--- src/adc_capture_consts.svh ---
// widths, capture depth and host register map, included by the package and the RTL
`ifndef ADC_CAPTURE_CONSTS_SVH
`define ADC_CAPTURE_CONSTS_SVH

// one ADC channel sample
`define ADC_SAMPLE_W 16

// capture memory
`define CAP_ADDR_W 10
`define CAP_DEPTH 1024

// host bus
`define HOST_ADDR_W 11
`define HOST_DATA_W 32

// register addresses, used when host address bit 10 is clear
`define REG_CTRL 0
`define REG_STATUS 1

// control register bits
`define CTRL_CAPTURE_BIT 1
`define CTRL_CLEAR_BIT 2

// status word layout
// bit 0 capturing, bit 1 done, bits 26:16 word count

`endif
--- src/adc_capture_pkg.sv ---
// shared types of the capture core, referenced by scoped name from every module
`include "adc_capture_consts.svh"

package adc_capture_pkg;

	// one pair of channel samples, ch0 in the upper half
	typedef struct packed {
		logic [`ADC_SAMPLE_W-1:0] ch0;
		logic [`ADC_SAMPLE_W-1:0] ch1;
	} adc_sample_t;

	// a memory word: raw for the host, pair for the writer
	typedef union packed {
		logic [`HOST_DATA_W-1:0] raw;
		adc_sample_t pair;
	} cap_word_u;

	// request to the shared memory port, held until granted
	typedef struct packed {
		logic req;
		logic we;
		logic [`CAP_ADDR_W-1:0] addr;
		cap_word_u wdata;
	} ram_req_t;

	// host bus, wr and rd are one-cycle strobes
	typedef struct packed {
		logic wr;
		logic rd;
		logic [`HOST_ADDR_W-1:0] addr;
		logic [`HOST_DATA_W-1:0] wdata;
	} host_req_t;

endpackage

--- src/ram_arbiter.sv ---
// shares the one capture memory port between the writer and the host reader
`timescale 1ns/1ps

module ram_arbiter (
	input  logic                      data_clk_div,
	input  logic                      rst_n,
	input  adc_capture_pkg::ram_req_t wr_req,
	input  adc_capture_pkg::ram_req_t rd_req,
	output logic                      rd_grant,
	output adc_capture_pkg::ram_req_t ram_req
);

	logic host_win;

	// writer has fixed priority and is never held off
	// rd_grant masks the request that is already on its way
	assign host_win = rd_req.req && !wr_req.req && !rd_grant;

	// the winner is registered onto the memory port,
	// rd_grant marks the cycle the host read is presented
	always_ff @(posedge data_clk_div) begin
		if (!rst_n) begin
			ram_req.req <= 1'b0;
			ram_req.we <= 1'b0;
			rd_grant <= 1'b0;
		end else begin
			ram_req.req <= wr_req.req || host_win;
			ram_req.we <= wr_req.req ? wr_req.we : rd_req.we;
			rd_grant <= host_win;
		end

		if (wr_req.req) begin
			ram_req.addr <= wr_req.addr;
			ram_req.wdata <= wr_req.wdata;
		end else begin
			ram_req.addr <= rd_req.addr;
			ram_req.wdata <= rd_req.wdata;
		end
	end

endmodule

--- config.mk ---
export PLATFORM = sky130hd
export DESIGN_NAME = ram_arbiter
export DESIGN_NICKNAME = d
export VERILOG_FILES = /design/src/adc_capture_pkg.sv /design/src/ram_arbiter.sv
export VERILOG_INCLUDE_DIRS = /design/src
export SDC_FILE = /design/constraint.sdc
export NUM_CORES = 1
export LEC_CHECK = 0
export ABC_AREA = 1
export ABC_CLOCK_PERIOD_IN_PS = 800
export BUFFER_PORTS_ARGS = -buffer_cell sky130_fd_sc_hd__buf_4
export CORE_MARGIN = 4
export CORE_UTILIZATION = 36
export DETAILED_ROUTE_END_ITERATION = 7
export PLACE_DENSITY_LB_ADDON = 0.3
export SLEW_MARGIN = 20
export SYNTH_ARGS = -nofsm -noshare
export SYNTH_HDL_FRONTEND = slang
export SYNTH_SLANG_ARGS = --single-unit
--- constraint.sdc ---
create_clock -name data_clk_div -period 0.8 [get_ports data_clk_div]
set_input_delay 0.24 -clock data_clk_div [delete_from_list [all_inputs] [get_ports data_clk_div]]
set_output_delay 0.24 -clock data_clk_div [all_outputs]
set_load 0.005 [all_outputs]
Yosys cells after proc, flatten, opt, wreduce, memory -nomap -nowiden

Cells that the tools add are included.

Output and inout bits: 45
Logic and storage cells: 12
Bits of input ports: 90
Register bits after elaboration: 45

Muxes and demuxes: 2
Reduce and logical (&&, ||, !) cells: 5

Operators with widths:

| operator           | number |
|---|---|
| 42-bit two-way mux | 1 |
| 1-bit logical AND  | 2 |
| 1-bit logical NOT  | 2 |
| 1-bit logical OR   | 1 |
| 1-bit two-way mux  | 1 |

Depth between registers and ports, before layout

Depth in word-level cells: 4
Mapped depth: 5
Gate-level depth less buffers: 3

Least setup slack after synthesis

Ideal clock, no wire load.

Path kind: input to register
From: input port wr_req[43] in the netlist's numbering
To: register ram_req[0] in the netlist's numbering
Setup slack: 0.087 ns
Setup time: 0.112 ns
Arrival time: 0.601 ns
Stages on the path: 5
Path buffers: 2
Path through: buf_6 -> inv_6 -> buf_6 -> nand2_1 -> nand2_1

Cells in the longest elaborated chain, start to end: 1

RTL lines:

| element            | RTL line          | RTL |
|---|---|---|
| start: declaration | ram_arbiter.sv:7  | `input adc_capture_pkg::ram_req_t wr_req,` |
| 42-bit two-way mux | ram_arbiter.sv:32 | `if (wr_req.req) begin` |
| end: declaration   | ram_arbiter.sv:10 | `output adc_capture_pkg::ram_req_t ram_req` |

No other way between the ends.
A chain may end at the register's enable or synchronous reset.

Worst setup path in the final report

From: register rd_grant
To: output port rd_grant

RTL lines:

| element                  | RTL line          | RTL |
|---|---|---|
| start: declaration       | ram_arbiter.sv:9  | `output logic rd_grant,` |
| start signal: assignment | ram_arbiter.sv:29 | `rd_grant <= host_win;` |

No word-level cell between the ends.

==> metrics.txt <==
GRT overflow 0; Final Setup Violations 45; layout cell share with drive strength beyond 1 0.541; total power 5.03 mW; combinational power share 0.200; status finished with violations; final setup margin -178 ps; clock tree sinks 45; Mapped Area 1510 µm²; Yosys cell types 9; critical-path cell list buf_6; CTS tree done; Buffers & Inverters on Critical Path 1; ant diodes 0; Crit. End Element output pin; Min-Delay Path Class input port to flop; Worst slew margin 0.902; HPWL after DPL 3.40 mm; Hold WS 125 ps; Slew @ Worst Pin 146 ps; Worst EP required 560 ps; post-synthesis sequential area ratio 0.599; P_int 3.91 mW; nets 418; Clk pwr share 0.302; Total GRT Usage 0.161; Clock Latency Late Sink 300 ps; CP Launch Type flop; largest net degree at the start of global routing 35; slowest CP cell dfxtp_2; final hold viol count 0; pwr dens 1750 nW/µm²; CTS Root Cell clkbuf_8; DIE WIDTH 72.7 µm; Initial DRC Count 48; initial antenna violation count 0; Max Clock Freq 1020 MHz; flops & latches, synth 45; Pre-Repair DR Iteration Count 4; WP data arrival 740 ps; clock-pin slew on the worst setup and hold paths 80 ps; Sw Ratio 0.224; DRC 0; Fin Clk Skew 0.0786 ps; first-pass GRT wire length 6.42 mm; number of global-route vias before repair 1466; cell family with the largest share of critical-path delay flip-flops; Starting Density 0.374; H-tree Lvls 2; DR WL/cell 11.8 µm; vias per cell 4.26; Mapped Avg Cell Area 7.92 µm²; failing checks setup timing; Post-Syn Instances 190; number of post-CTS setup repair buffers 0; P&R area growth vs syn 90.5%; die area 5280 µm²; pre-CTS setup slack -15.8 ps; max-cap violation count 0; peak supply drop 0.989 mV; total nets after synthesis 280; RSZ-0062 raised after global routing yes; most frequent cells in the layout nand2_1, buf_4, buf_6; Slew Viols, Final 0; via count 1616; commonest non-fill, non-tap cell in the layout nand2_1; leak pwr 1.57 nW; Reg power frac 0.499; Num CTS Buffers 5; die height 72.7 µm; total wire length 4.47 mm; maximum fanout along the worst path 2; NetSw 1.13 mW; post-route ant nets 0; PortBufs 134; Max Buffers Root-to-Sink 2; crit path kind flop to output pin; cell row count 23; Tcrit/Tclk final 1.22; GP Congestion 0.718; Final min period 978 ps; Core Area 4030 µm²; top-level port count 135; warning count from the yosys run 0; max incr delay on CP 330 ps
-- stage by stage --
| step | utilization | cells | setup TNS, ps | instance area, µm² |
|---|---|---|---|---|
| 2_1_floorplan | - | 190 | 0 | 1510 |
| 3_3_place_gp | 0.644 | 371 | 0 | 2590 |
| 3_5_place_dp | 0.644 | 371 | -39.1 | 2590 |
| 4_1_cts | 0.685 | 379 | -7740 | 2760 |
| 5_1_grt | 0.712 | 379 | -8540 | 2870 |
| 6_report | 0.712 | 379 | -7150 | 2870 |
-- per-layer routing --
| layer | routed length [µm] | global-route usage | vias to the layer above |
|---|---|---|---|
| li1 | - | - | 838 |
| met4 | 110 | 0.0738 | 0 |
| met2 | 2410 | 0.295 | 78 |
| met3 | 498 | 0.0799 | 11 |
| met1 | 1450 | 0.149 | 689 |
| met5 | 0 | 0 | - |
-- registers in the layout, indices dropped and copies added (netlist names) --
| signal | count |
|---|---|
| rd_grant | 1 |
| ram_req | 44 |
-- final timing paths --
kind	start	end	slack (ps)	cells after the start
worst max-delay path	rd_grant$_SDFF_PN0_	rd_grant	-180	1
worst min-delay path	rd_req[17]	ram_req[17]$_DFF_P_	120	3
worst max register to register	rd_grant$_SDFF_PN0_	ram_req[43]$_SDFF_PN0_	140	3
worst min register to register	rd_grant$_SDFF_PN0_	rd_grant$_SDFF_PN0_	540	3
-- Yosys cell counts --
| cell type | instances | area, µm² |
|---|---|---|
| buf_6 | 5 | 56.3 |
| buf_4 | 4 | 30.0 |
| inv_1 | 2 | 7.51 |
| dfxtp_1 | 45 | 901 |
| nor2_1 | 3 | 11.3 |
| a21oi_1 | 1 | 5.00 |
| nand2_1 | 128 | 480 |
| o21ai_0 | 1 | 5.00 |
| inv_6 | 1 | 8.76 |
-- power groups by stage --
| stage | registers (mW) | logic (mW) | clock network [mW] |
|---|---|---|---|
| after floorplan | 2.54 | 0.238 | 0 |
| after global placement | 2.51 | 0.916 | 0 |
| after detailed placement | 2.51 | 0.934 | 0 |
| after CTS | 2.48 | 0.971 | 1.57 |
| after global routing | 2.53 | 1.10 | 1.66 |
| final | 2.51 | 1.01 | 1.52 |
-- cell families after synthesis --
| group | synth area share |
|---|---|
| compound gates | 0.00664 |
| flops | 0.599 |
| buf+inv | 0.0682 |
| simple gates | 0.327 |
-- timing repair --
action,CTS,global route
gates resized for setup,21,44
hold buffers,0,0
setup endpoints to repair,45,45
-- final cells by class --
class	count	area [µm²]
timing repair buffer	140	1250
multi-input combinational	133	502
fill	339	1160
clock buffer	7	96.3
inverter	3	16.3
tap	50	62.6
sequential	45	937
clock inverter	1	5.00
No activity file was read; power rests on OpenSTA's default activity.
