File: src/adc_capture_consts.svh
// widths, capture depth and host register map, included by the package and the RTL
`ifndef ADC_CAPTURE_CONSTS_SVH
`define ADC_CAPTURE_CONSTS_SVH

// one ADC channel sample
`define ADC_SAMPLE_W 16

// capture memory
`define CAP_ADDR_W 10
`define CAP_DEPTH 1024

// host bus
`define HOST_ADDR_W 11
`define HOST_DATA_W 32

// register addresses, used when host address bit 10 is clear
`define REG_CTRL 0
`define REG_STATUS 1

// control register bits
`define CTRL_CAPTURE_BIT 1
`define CTRL_CLEAR_BIT 2

// status word layout
// bit 0 capturing, bit 1 done, bits 26:16 word count

`endif
File: src/adc_capture_pkg.sv
// shared types of the capture core, referenced by scoped name from every module
`include "adc_capture_consts.svh"

package adc_capture_pkg;

	// one pair of channel samples, ch0 in the upper half
	typedef struct packed {
		logic [`ADC_SAMPLE_W-1:0] ch0;
		logic [`ADC_SAMPLE_W-1:0] ch1;
	} adc_sample_t;

	// a memory word: raw for the host, pair for the writer
	typedef union packed {
		logic [`HOST_DATA_W-1:0] raw;
		adc_sample_t pair;
	} cap_word_u;

	// request to the shared memory port, held until granted
	typedef struct packed {
		logic req;
		logic we;
		logic [`CAP_ADDR_W-1:0] addr;
		cap_word_u wdata;
	} ram_req_t;

	// host bus, wr and rd are one-cycle strobes
	typedef struct packed {
		logic wr;
		logic rd;
		logic [`HOST_ADDR_W-1:0] addr;
		logic [`HOST_DATA_W-1:0] wdata;
	} host_req_t;

endpackage

File: src/capture_ctrl.sv
// capture writer: follows the capture enable and fills the memory one word per cycle
`timescale 1ns/1ps
`include "adc_capture_consts.svh"

module capture_ctrl (
	input  logic                         data_clk_div,
	input  logic                         rst_n,
	input  adc_capture_pkg::adc_sample_t samples,
	input  logic                         capture_enable,
	input  logic                         capture_clear,
	output adc_capture_pkg::ram_req_t    wr_req,
	output logic                         capturing,
	output logic                         done,
	output logic [`CAP_ADDR_W:0]         word_count
);

	localparam logic [`CAP_ADDR_W:0] LAST_WORD = `CAP_DEPTH - 1;

	logic enable_r;
	logic enable_rise;
	logic enable_fall;
	logic last_word;

	assign enable_rise = capture_enable && !enable_r;
	assign enable_fall = !capture_enable && enable_r;
	assign last_word = (word_count == LAST_WORD);

	always_ff @(posedge data_clk_div) begin
		if (!rst_n) begin
			enable_r <= 1'b0;
			capturing <= 1'b0;
			done <= 1'b0;
			word_count <= '0;
		end else begin
			enable_r <= capture_enable;

			// a word goes out every capturing cycle, so count it
			if (capturing) begin
				word_count <= word_count + 1'b1;
				if (last_word) begin
					capturing <= 1'b0;
					done <= 1'b1;
				end
			end

			if (enable_fall) begin
				capturing <= 1'b0;
			end

			// new capture restarts at word 0
			if (enable_rise) begin
				capturing <= 1'b1;
				done <= 1'b0;
				word_count <= '0;
			end

			if (capture_clear) begin
				word_count <= '0;
				done <= 1'b0;
			end
		end
	end

	// count doubles as the write address
	always_comb begin
		wr_req = '0;
		wr_req.req = capturing;
		wr_req.we = capturing;
		wr_req.addr = word_count[`CAP_ADDR_W-1:0];
		wr_req.wdata.pair = samples;
	end

endmodule

File: config.mk
export PLATFORM = sky130hd
export DESIGN_NAME = capture_ctrl
export DESIGN_NICKNAME = d
export VERILOG_FILES = /design/src/adc_capture_pkg.sv /design/src/capture_ctrl.sv
export VERILOG_INCLUDE_DIRS = /design/src
export SDC_FILE = /design/constraint.sdc
export NUM_CORES = 1
export LEC_CHECK = 0
export ABC_CLOCK_PERIOD_IN_PS = 1700
export BUFFER_PORTS_ARGS = -buffer_cell sky130_fd_sc_hd__clkbuf_2
export CAP_MARGIN = 15
export CORE_MARGIN = 3
export CORE_UTILIZATION = 35
export CTS_CLUSTER_DIAMETER = 200
export DETAILED_ROUTE_END_ITERATION = 10
export PLACE_DENSITY = 0.79
export SETUP_SLACK_MARGIN = 0.05
export SYNTH_ARGS = -nofsm -noshare
export SYNTH_HDL_FRONTEND = slang
export SYNTH_SLANG_ARGS = --single-unit
File: constraint.sdc
create_clock -name data_clk_div -period 1.7 [get_ports data_clk_div]
set_clock_uncertainty 0.05 [all_clocks]
set_input_delay 0.34 -clock data_clk_div [delete_from_list [all_inputs] [get_ports data_clk_div]]
set_output_delay 0.34 -clock data_clk_div [all_outputs]
set_load 0.005 [all_outputs]
Word level (Yosys, flattened, before mapping)
Index checks and enable logic that the tools add are counted.
{"block": "word_totals", "ff_bits": 14, "latch_bits": 0, "ramBits": 0, "rom_bits": 0, "inputBits": 36, "out_inout_bits": 57, "elab_cells": 17, "memories": 0}
{"block": "op_classes", "add_sub_neg": 1, "multipliers": 0, "div_mod_pow": 0, "n_lt_le_gt_ge": 0, "eq_ne": 1, "shift": 0, "muxes": 4, "bitwise": 1, "reduce_logical": 6}
{"operator": "11-bit by 1-bit adder with 11-bit output (second input constant)", "count": 1}
{"operator": "11-bit by 10-bit == test with 1-bit output (second input constant)", "count": 1}
{"operator": "1-bit 2-to-1 mux", "count": 4}
{"operator": "3-bit OR reduction", "count": 1}
{"operator": "1-bit logical AND", "count": 2}
{"operator": "1-bit logical NOT", "count": 2}
{"operator": "2-bit AND reduction", "count": 1}
{"operator": "1-bit inverter", "count": 1}

Logic depth before layout (Yosys ltp)
{"block": "depth", "depth_word": 5, "mapped_depth": 4, "ltp_nobuf": 4}

Worst setup path before layout
OpenSTA, ideal clock, no wires.
{"block": "synth_path", "path_kind": "flip-flop to flip-flop", "from": "register word_count[0]", "to": "register word_count[8]", "setup_ps": 71, "t_arrival_ps": 1402, "slack_ps": 178, "stages_incl_launch_ff": 5, "n_path_buf": 0, "period_less_slack_ps": 1522, "cell_sequence": "dfxtp_1 -> ha_1 -> nand4_2 -> or4_1 -> a21oi_1"}
{"block": "synth_via", "elab_chain_cells": 1}
{"item": "start: declaration", "line": "capture_ctrl.sv:14", "source": "output logic [`CAP_ADDR_W:0] word_count"}
{"item": "start signal: assignment", "line": "capture_ctrl.sv:39", "source": "word_count <= word_count + 1'b1;"}
{"item": "11-bit by 1-bit adder with 11-bit output", "line": "capture_ctrl.sv:39"}
No other way between the ends.
A chain may end at the register's enable or synchronous reset.

Worst setup path after layout
{"block": "layout_path", "from": "register word_count[1]", "to": "register word_count[10]"}
The elaborated chain is that of the path after synthesis.

==> impl_metrics.tcl <==
set metrics [dict create \
    worst_setup_path_start_kind "flop" \
    max-vdd-ir-drop_mv 0.314 \
    final_nets 138 \
    reg2reg_depth 4 \
    portBuffers 28 \
    relSlewSlack_pct 69.6 \
    dp.cells 126 \
    finalCritPeriodShare_pct 91.1 \
    clockRootBuffer "clkbuf_4" \
    internal_power_uw 479 \
    boundaryPins 93 \
    fp.coreArea_sq_um 2520 \
    cts_buffers 3 \
    pwr-share-comb_pct 5.4 \
    maxCapViolCount 0 \
    leakagePower_nw 0.364 \
    clkSinkCount 14 \
    die_h_microns 57.8 \
    die_w_microns 57.8 \
    path_clk_slew_ns 0.09 \
    avgSynthCellArea_sq_um 8.54 \
    nFillCells 277 \
    highest_layer "met4" \
    dp_hpwl_microns 1240 \
    start_util_pct 37.3 \
    htreeDepth 1 \
    drtPass1Iterations 4 \
    path_class "reg2reg" \
    wl_met3_microns 196 \
    setup_viol 0 \
    fmax_mhz 646 \
    syn_inst 110 \
    routed_wl_microns 1660 \
    vias 636 \
    synth_warnings 0 \
    wl_met2_microns 695 \
    finalHoldViolCount 0 \
    grt_max_degree 13 \
    pwr_density_cell_nw_per_um2 708 \
    setup_tns_ns 0 \
    rsz0062_at_grt "yes" \
    antenna_found_initial 0 \
    syn_area_sq_um 940 \
    overflow 0 \
    drt-wirelength-per-cell_microns 12.7 \
    pre_cts_slack_ns 0.0748 \
    layout.cells.non_filler 130 \
    row_count 18 \
    outcome "finished, final reports clean" \
    syn_nets 147 \
    tritoncts "yes" \
    sw_frac_of_total_pct 20.9 \
    gr-usage-all-layers_pct 10.1 \
    clk_latency_ns 0.27 \
    critPathMaxFanout 8 \
    period_needed_ns 1.55 \
    hold_depth 2 \
    crit_required_ns 1.85 \
    seq_power_share_pct 55.5 \
    n_antenna_cell 0 \
    area_growth_pct -8.92 \
    arrival_ns 1.70 \
    min_path_type "in2reg" \
    finalWorstSetupSlack_ns 0.151 \
    power_frac_clock_pct 39.1 \
    synth_cell_types 23 \
    seq_area_sq_um 283 \
    p_switching_uw 127 \
    synth_seq_cells 14 \
    yosysSeqAreaShare_pct 29.8 \
    wl_met1_microns 725 \
    gp_congestion 0.781 \
    multi_input_area_sq_um 322 \
    drt_iter0_markers 12 \
    dieArea_sq_um 3340 \
    detail-route-antenna-nets 0 \
    vias_per_cell 4.89 \
    worstMarginPinSlew_ns 0.455 \
    cts_buffer_depth 2 \
    route.detailed.drc 0 \
    drive_gt1_share_pct 41.0 \
    cts_setup_buffers 0 \
    grt_pass1_vias 588 \
    endpoint_kind "flop" \
    drv_slew 0 \
    grt_pass1_wl_microns 2660 \
]
==> what timing repair did <==
item,CTS,global route
resized for setup,1,3
hold endpoints to repair,0,0
hold buffers,0,0
endpoints found under the setup margin,1,4
==> Yosys cell counts (all sizes together) <==
cell     n  area [sq um]
xnor2    1          8.76
nand4    5          43.8
or4      4          30.0
dfxtp   14           280
or3      3          18.8
ha       1          12.5
xor2     3          26.3
o31ai    3          22.5
mux2i    1          10.0
maj3     1          10.0
clkbuf   1          3.75
a21oi    7          35.0
o311a    1          10.0
nand3b   1          7.51
inv      2          7.51
and2     1          6.26
o21ai    3          15.0
nand2    6          22.5
or2      1          6.26
nor2     5          18.8
buf     45           338
nand2b   1          6.26
==> per-layer routing <==
metal	track usage, %	vias to the layer above
met3	3.79	10
met4	7.95	0
li1	-	311
met2	13.9	38
met1	12.5	277
met5	0	-
==> registers in the layout, summed over array words and instances (netlist names) <==
signal,flops
done,1
capturing,1
word_count,11
enable_r,1
==> power by group through the flow <==
stage | clock network (mW) | registers, mW | logic, mW
after CTS | 0.251 | 0.336 | 0.0329
final | 0.237 | 0.336 | 0.0324
after detailed placement | 0 | 0.344 | 0.0327
after global placement | 0 | 0.344 | 0.0321
after floorplan | 0 | 0.342 | 0.0860
after global routing | 0.265 | 0.337 | 0.0360
==> through the flow <==
stage                     area, sq um  utilization, %  hold WS (ns)  power (mW)
after CTS                         843            33.4         0.238       0.620
after floorplan                   940               -         0.392       0.428
after detailed placement          806            31.9         0.390       0.377
after global placement            806            31.9         0.390       0.376
final                             856            33.9         0.244       0.606
after global routing              856            33.9         0.245       0.639
==> critical path: stages (launching register included) <==
cell and delay [ns]:
dfxtp_2 0.38, ha_2 0.24, nand4_4 0.15, or4_1 0.49, a21oi_1 0.16
==> logic make-up after synthesis <==
group | synth area share [%]
mux | 1.07
fa+ha+maj | 2.40
compound gates | 8.79
xor+xnor | 3.73
simple gates | 17.0
flops | 29.8
buf+inv | 37.1
==> placed cells by master (no fill, tap or decap) <==
cell type and instances:
a21oi_1 7, and2_1 1, buf_4 4, clkbuf_2 28
clkbuf_4 3, clkbuf_8 1, dfxtp_1 12, dfxtp_2 2
ha_2 1, inv_1 2, maj3_1 1, mux2i_1 1
nand2_1 6, nand2b_1 1, nand3b_1 1, nand4_1 3
nand4_2 1, nand4_4 1, nor2_1 5, o21ai_0 3
o311a_1 1, o31ai_1 3, or2_0 1, or3_1 3
or4_1 4, xnor2_1 1, xor2_1 3
==> path summary, 6_finish.rpt <==
| kind | endpoint | startpoint | slack [ns] |
|---|---|---|---|
| worst max-delay path | word_count[10] | word_count[1] | 0.15 |
| worst min-delay path | capturing | rst_n | 0.24 |
| worst max register to register | word_count[10] | word_count[1] | 0.15 |
| worst min register to register | done | done | 0.40 |
==> layout make-up <==
| type | count | share of cell area [%] |
|---|---|---|
| flip-flops and latches | 14 | 33.0 |
| well taps | 30 | 4.39 |
| multi-input cells | 48 | 37.6 |
| inverters | 2 | 0.877 |
| repair buffers | 32 | 19.9 |
| clock buffers | 4 | 4.24 |
Note: power is estimated with default switching activity, not from simulation.
