<file path="src/adc_capture_consts.svh">
// widths, capture depth and host register map, included by the package and the RTL
`ifndef ADC_CAPTURE_CONSTS_SVH
`define ADC_CAPTURE_CONSTS_SVH

// one ADC channel sample
`define ADC_SAMPLE_W 16

// capture memory
`define CAP_ADDR_W 10
`define CAP_DEPTH 1024

// host bus
`define HOST_ADDR_W 11
`define HOST_DATA_W 32

// register addresses, used when host address bit 10 is clear
`define REG_CTRL 0
`define REG_STATUS 1

// control register bits
`define CTRL_CAPTURE_BIT 1
`define CTRL_CLEAR_BIT 2

// status word layout
// bit 0 capturing, bit 1 done, bits 26:16 word count

`endif
</file>
<file path="src/adc_capture_pkg.sv">
// shared types of the capture core, referenced by scoped name from every module
`include "adc_capture_consts.svh"

package adc_capture_pkg;

	// one pair of channel samples, ch0 in the upper half
	typedef struct packed {
		logic [`ADC_SAMPLE_W-1:0] ch0;
		logic [`ADC_SAMPLE_W-1:0] ch1;
	} adc_sample_t;

	// a memory word: raw for the host, pair for the writer
	typedef union packed {
		logic [`HOST_DATA_W-1:0] raw;
		adc_sample_t pair;
	} cap_word_u;

	// request to the shared memory port, held until granted
	typedef struct packed {
		logic req;
		logic we;
		logic [`CAP_ADDR_W-1:0] addr;
		cap_word_u wdata;
	} ram_req_t;

	// host bus, wr and rd are one-cycle strobes
	typedef struct packed {
		logic wr;
		logic rd;
		logic [`HOST_ADDR_W-1:0] addr;
		logic [`HOST_DATA_W-1:0] wdata;
	} host_req_t;

endpackage

</file>
<file path="src/host_regs.sv">
// host side: register decode, control and status words, and host reads of the capture memory
`timescale 1ns/1ps
`include "adc_capture_consts.svh"

module host_regs (
	input  logic                       data_clk_div,
	input  logic                       rst_n,
	input  adc_capture_pkg::host_req_t host,
	input  logic                       capturing,
	input  logic                       done,
	input  logic [`CAP_ADDR_W:0]       word_count,
	input  logic                       rd_grant,
	input  adc_capture_pkg::cap_word_u ram_rdata,
	output adc_capture_pkg::ram_req_t  rd_req,
	output logic                       capture_enable,
	output logic                       capture_clear,
	output logic [`HOST_DATA_W-1:0]    host_rdata,
	output logic                       host_rvalid
);

	logic is_mem;
	logic is_ctrl;
	logic reg_rd;
	logic mem_rd;
	logic [`HOST_DATA_W-1:0] ctrl_reg;
	logic [`HOST_DATA_W-1:0] status_word;
	logic [`HOST_DATA_W-1:0] reg_mux;
	logic [`HOST_DATA_W-1:0] reg_rdata;
	logic rd_from_mem;
	logic pending;
	logic [`CAP_ADDR_W-1:0] pend_addr;

	// address bit 10 picks the memory window
	assign is_mem = host.addr[`HOST_ADDR_W-1];
	assign is_ctrl = !is_mem && (host.addr == `HOST_ADDR_W'(`REG_CTRL));
	assign reg_rd = host.rd && !is_mem;
	assign mem_rd = host.rd && is_mem;

	assign capture_enable = ctrl_reg[`CTRL_CAPTURE_BIT];

	always_comb begin
		status_word = '0;
		status_word[0] = capturing;
		status_word[1] = done;
		status_word[26:16] = word_count;
	end

	always_comb begin
		case (host.addr)
			`HOST_ADDR_W'(`REG_CTRL):   reg_mux = ctrl_reg;
			`HOST_ADDR_W'(`REG_STATUS): reg_mux = status_word;
			default:                    reg_mux = '0;
		endcase
	end

	always_ff @(posedge data_clk_div) begin
		if (!rst_n) begin
			ctrl_reg <= '0;
			capture_clear <= 1'b0;
			host_rvalid <= 1'b0;
			rd_from_mem <= 1'b0;
			pending <= 1'b0;
		end else begin
			capture_clear <= host.wr && is_ctrl && host.wdata[`CTRL_CLEAR_BIT];
			if (host.wr && is_ctrl) begin
				ctrl_reg <= host.wdata;
			end

			// memory data shows up the cycle after the grant
			host_rvalid <= reg_rd || rd_grant;

			if (reg_rd) begin
				rd_from_mem <= 1'b0;
			end else if (rd_grant) begin
				rd_from_mem <= 1'b1;
			end

			// memory read waits here until the arbiter lets it through
			if (mem_rd) begin
				pending <= 1'b1;
			end else if (rd_grant) begin
				pending <= 1'b0;
			end
		end
	end

	always_ff @(posedge data_clk_div) begin
		if (reg_rd) begin
			reg_rdata <= reg_mux;
		end
		if (mem_rd) begin
			pend_addr <= host.addr[`CAP_ADDR_W-1:0];
		end
	end

	always_comb begin
		rd_req = '0;
		rd_req.req = pending;
		rd_req.addr = pend_addr;
	end

	assign host_rdata = rd_from_mem ? ram_rdata.raw : reg_rdata;

endmodule

</file>
<file path="config.mk">
export PLATFORM = sky130hd
export DESIGN_NAME = host_regs
export DESIGN_NICKNAME = d
export VERILOG_FILES = /design/src/adc_capture_pkg.sv /design/src/host_regs.sv
export VERILOG_INCLUDE_DIRS = /design/src
export SDC_FILE = /design/constraint.sdc
export NUM_CORES = 1
export LEC_CHECK = 0
export ABC_AREA = 1
export BUFFER_PORTS_ARGS = -buffer_cell sky130_fd_sc_hd__buf_2
export CAP_MARGIN = 20
export CORE_MARGIN = 8
export CORE_UTILIZATION = 45
export CTS_CLUSTER_SIZE = 25
export DETAILED_ROUTE_END_ITERATION = 10
export PLACE_DENSITY = 0.84
export RECOVER_POWER = 100
export SKIP_LAST_GASP = 1
export SLEW_MARGIN = 40
export SYNTH_ARGS = -nofsm -noshare
export SYNTH_HDL_FRONTEND = slang
export SYNTH_SLANG_ARGS = --single-unit
</file>
<file path="constraint.sdc">
create_clock -name data_clk_div -period 3.7 [get_ports data_clk_div]
set_input_delay 0.37 -clock data_clk_div [delete_from_list [all_inputs] [get_ports data_clk_div]]
set_output_delay 0.37 -clock data_clk_div [all_outputs]
set_load 0.01 [all_outputs]
</file>
After elaboration in Yosys (flattened, before gate mapping)

Cells that the tools add are included.

Bitwise gates (word level): 1
Reductions and logical operators: 10
Equality and inequality tests: 1
Mux-type cells: 4

Operators with widths:

| kind                  | number |
|---|---|
| $pmux W32 S2          | 1 |
| $mux W32              | 1 |
| $eq A11 B1 Y1 const B | 1 |
| $logic_not A11 Y1     | 1 |
| $logic_and A1 B1 Y1   | 5 |
| $mux W1               | 2 |
| $reduce_bool A2 Y1    | 1 |
| $reduce_or A2 Y1      | 1 |
| $logic_not A1 Y1      | 1 |
| $logic_or A1 B1 Y1    | 1 |
| $not A1 Y1            | 1 |

Bits of input ports: 93
Logic and storage cells: 23
Bits in registers: 78
Output and inout bits: 79

Depth between registers and ports, before layout

Word-level depth: 4
Mapped depth: 8
Gate-level depth less buffers: 7

Worst setup path after synthesis

No wires, ideal clock.

Kind: input to register
From: input host[42] (netlist name)
To: register reg_rdata[0] (enable)
Cell stages on the path: 3
Library setup time: 387 ps
Arrival time: 1128 ps
Path buffers: 0
Path slack: 2184 ps
Cell sequence: inv_1 > nand2_1 > inv_1

Word-level cells in the longest chain between the ends: 2

RTL lines:

| what                 | RTL line        | text |
|---|---|---|
| start, declared      | host_regs.sv:8  | `input adc_capture_pkg::host_req_t host,` |
| $logic_not A1 Y1     | host_regs.sv:36 | `assign reg_rd = host.rd && !is_mem;` |
| $logic_and A1 B1 Y1  | host_regs.sv:36 |  |
| via reg_rd           | host_regs.sv:23 | `logic reg_rd;` |
| end signal, assigned | host_regs.sv:89 | `reg_rdata <= reg_mux;` |
| end, declared        | host_regs.sv:28 | `` logic [`HOST_DATA_W-1:0] reg_rdata; `` |

The timed path passes the listed nets, and every way through them passes these cells.
A chain may end at the register's enable or synchronous reset.

Worst setup path in the final report

From: input host[32] (netlist name)
To: register ctrl_reg[2]

Word-level cells in the longest chain between the ends: 3

RTL lines:

| what                 | RTL line        | text |
|---|---|---|
| $logic_not A11 Y1    | host_regs.sv:35 | `` assign is_ctrl = !is_mem && (host.addr == `HOST_ADDR_W'(`REG_CTRL)); `` |
| $logic_and A1 B1 Y1  | host_regs.sv:35 |  |
| $logic_and A1 B1 Y1  | host_regs.sv:65 | `if (host.wr && is_ctrl) begin` |
| end signal, assigned | host_regs.sv:66 | `ctrl_reg <= host.wdata;` |
| end, declared        | host_regs.sv:25 | `` logic [`HOST_DATA_W-1:0] ctrl_reg; `` |

No other way between the ends.

==> key figures <==
Run status
  • Status: complete, but fails checks
  • Failing checks: max-capacitance violations, max-slew violations

Synthesis
  • Yosys synthesis warning count: 0
  • Number of synthesized register bits: 78
  • Syn Inst Count: 466
  • Seq/Total Area, Yosys: 50.2%
  • Cell variety after synth: 20
  • Average size of a mapped cell: 8.48 sq um
  • Cell area after synthesis: between 3000 and 4000 sq um

Placement
  • Hpwl dp: 7180 microns
  • Final RePlAce weighted congestion: 0.771
  • PortBufs: 138

Floorplanning
  • Chip width: 110 microns
  • Die ar.: roughly 12000 sq um
  • Core Box Area: 8640 sq um
  • Initial core utilization: 45.7%
  • Ports: 172
  • Row cnt: 34
  • Die Ht: between 100 and 150 microns

Cells and area
  • Share of post-route cells with drive strength above 1: 22.4%
  • Area grow syn2layout: 19.9%
  • Layout net count: between 600 and 700
  • # fillers: ~810
  • Ant. Diodes: 0

Clock network
  • # resized after CTS: 0
  • Post-CTS setup buffer count: 0
  • CTS sink cnt: 78
  • Worst-skew pair later-pin latency: between 0.3 and 0.4 ns
  • H-tree Lvls: 3
  • Maximum clock insertion buffer count: 2
  • Clk slew on worst S/H paths: ~0.080 ns
  • Num CTS Buffers: 9
  • # hold bufs at CTS: 0
  • CTS tree: built
  • Root buf cell: clkbuf_8

Worst setup path
  • CP endpoint kind: flip-flop
  • Critical path launch point type: primary input
  • Critical-path cell list: buf_2 -> inv_1 -> nand2_1 -> nor2_1 -> nand3_1 -> nor2_1 -> inv_1 -> nand2_1
  • CP Buf/Inv Count: 3
  • R2R Path Start: rd_from_mem
  • Reg2Reg Capture Point: rd_from_mem
  • Max stage delay on crit path: ~1.1 ns
  • WP data arrival: 2.92 ns
  • Crit path max fanout: 33
  • CP max-delay cell: nand3_1
  • Cells on worst reg2reg path: 2
  • R2R Setup Slk: 2.61 ns
  • Critical path's top delay family: simple AND/OR/NAND/NOR gates
  • CP Class: primary input to flip-flop
  • CP Data Required Time: just under 4 ns

Drt
  • DR vias: 3160
  • Initial DRT Pass Iterations: 4
  • Routed WL: 9510 microns
  • Vias per cell: approximately 4.5
  • Antenna-violating nets left: 0
  • # DRC: 0
  • Drt wl/cell: 13.5 microns
  • 1st-iter DRT viols: 96

Power
  • Total power density per cell area: 395 nW/um^2
  • Worst VDD drop: roughly 0.22 mV
  • Leak: 2.18 nW
  • Total power: 1.87 mW

Timing
  • Final Max Tran Viols: 70
  • Min Clock Period, post-route: between 2 and 3 ns
  • Worst-Margin Slew: 1.77 ns
  • Worst slew margin: -17.9%
  • RSZ-0062 raised after global routing: no
  • Setup TNS: 0 ns
  • Final worst path period share: 71.3%
  • # setup viols final: 0
  • Max frequency: 379 MHz
  • Fin. Hold Viols: 0
  • Clock skew: approximately 0.0085 ns

Hold path
  • Worst Hold Depth: 1
  • Min-delay worst type: primary input to flip-flop
  • Worst hold start: host[32]
  • WHS Endpoint: pend_addr[0]

Global routing
  • Total GRT Usage: around 16%
  • Initial antenna violation count: 0
  • Grt total ovfl: 0
  • Vias in the first global route: ~3300
  • Largest net degree at the start of global routing: 36
  • First-pass GRT wire length: between 10000 and 15000 microns

Flow run
  • Max Cap Viol: 2
## worst max path at each step
| stage | startpoint | endpoint | slack (ns) | depth (start not counted) |
|---|---|---|---|---|
| 2_1_floorplan | host[42] | reg_rdata[0] | 2.18 | 3 |
| 3_3_place_gp | host[34] | reg_rdata[21] | 1.38 | 6 |
| 3_5_place_dp | host[34] | ctrl_reg[2] | 1.42 | 8 |
| 4_1_cts | rd_from_mem | host_rdata[5] | 1.35 | 3 |
| 5_1_grt | host[32] | ctrl_reg[2] | 0.63 | 8 |
| 6_report | host[32] | ctrl_reg[2] | 1.06 | 8 |
## cells in the mapped netlist
master,n,area (sq um)
a21oi_1,2,10.0
nor2_2,1,6.26
nand2_1,72,270
o21ai_0,3,15.0
nand4_1,31,194
inv_1,104,390
buf_4,34,255
edfxtp_1,42,1260
nor2_1,55,206
nand3_1,14,70.1
dfxtp_1,36,721
nand3_2,1,10.0
nor3_1,1,5.00
clkbuf_1,13,48.8
nor2_4,1,11.3
o21ai_1,11,55.1
mux2_2,32,360
conb_1,1,3.75
buf_2,9,45.0
buf_1,3,11.3
## logic make-up after synthesis
kind of cell | synth area share, %
multiplexers | 9.12
AO/OA/AOI/OAI | 2.03
flip-flops | 50.2
AND/OR/NAND/NOR | 19.6
buffers and inverters | 19.0
other | 0.0949
## per-stage QoR
step / hold slack (ns) / instance area, sq um / std cells / worst slack [ns] / utilization [%]
2_1_floorplan: 0.436 / 4070 / 498 / 2.18 / -
3_3_place_gp: 0.450 / 4580 / 690 / 1.38 / 53.0
6_report: 0.210 / 4730 / 706 / 1.06 / 54.8
3_5_place_dp: 0.458 / 4580 / 690 / 1.42 / 53.0
5_1_grt: 0.198 / 4730 / 706 / 0.631 / 54.8
4_1_cts: 0.186 / 4810 / 706 / 1.35 / 55.7
## layer usage
metal / vias up / global-route usage [%] / wire length (microns)
met4: 0 / 10.8 / 345
met2: 129 / 27.8 / 4680
met5: - / 0 / 0
met1: 1370 / 17.5 / 3770
met3: 28 / 2.87 / 714
li1: 1633 / - / -
## placed cells by master, fill, tap and decap left out, drive strengths merged
master / instances
clkinv: 2
a21oi: 2
edfxtp: 42
nor2: 57
nand4: 31
nand2: 72
clkbuf: 66
mux2: 32
nand3: 15
conb: 33
o21ai: 14
inv: 104
dfxtp: 36
nor3: 1
buf: 88
bufinv: 3
## power breakdown
group,internal [mW],leakage (nW),switching [mW]
combinational,0.0818,1.37,0.114
clock,0.444,0.113,0.289
sequential,0.931,0.693,0.00929
total,1.46,2.18,0.413
## cell type report
| type | count | area [sq um] | share of cell area [%] |
|---|---|---|---|
| well taps | 108 | 135 | 2.85 |
| repair buffers | 143 | 657 | 13.9 |
| multi-input cells | 257 | 1340 | 28.3 |
| clock buffers | 11 | 131 | 2.77 |
| inverters | 104 | 390 | 8.25 |
| clock inverters | 5 | 97.6 | 2.06 |
| flip-flops and latches | 78 | 1980 | 41.9 |
(Power assumes the default switching activity.)
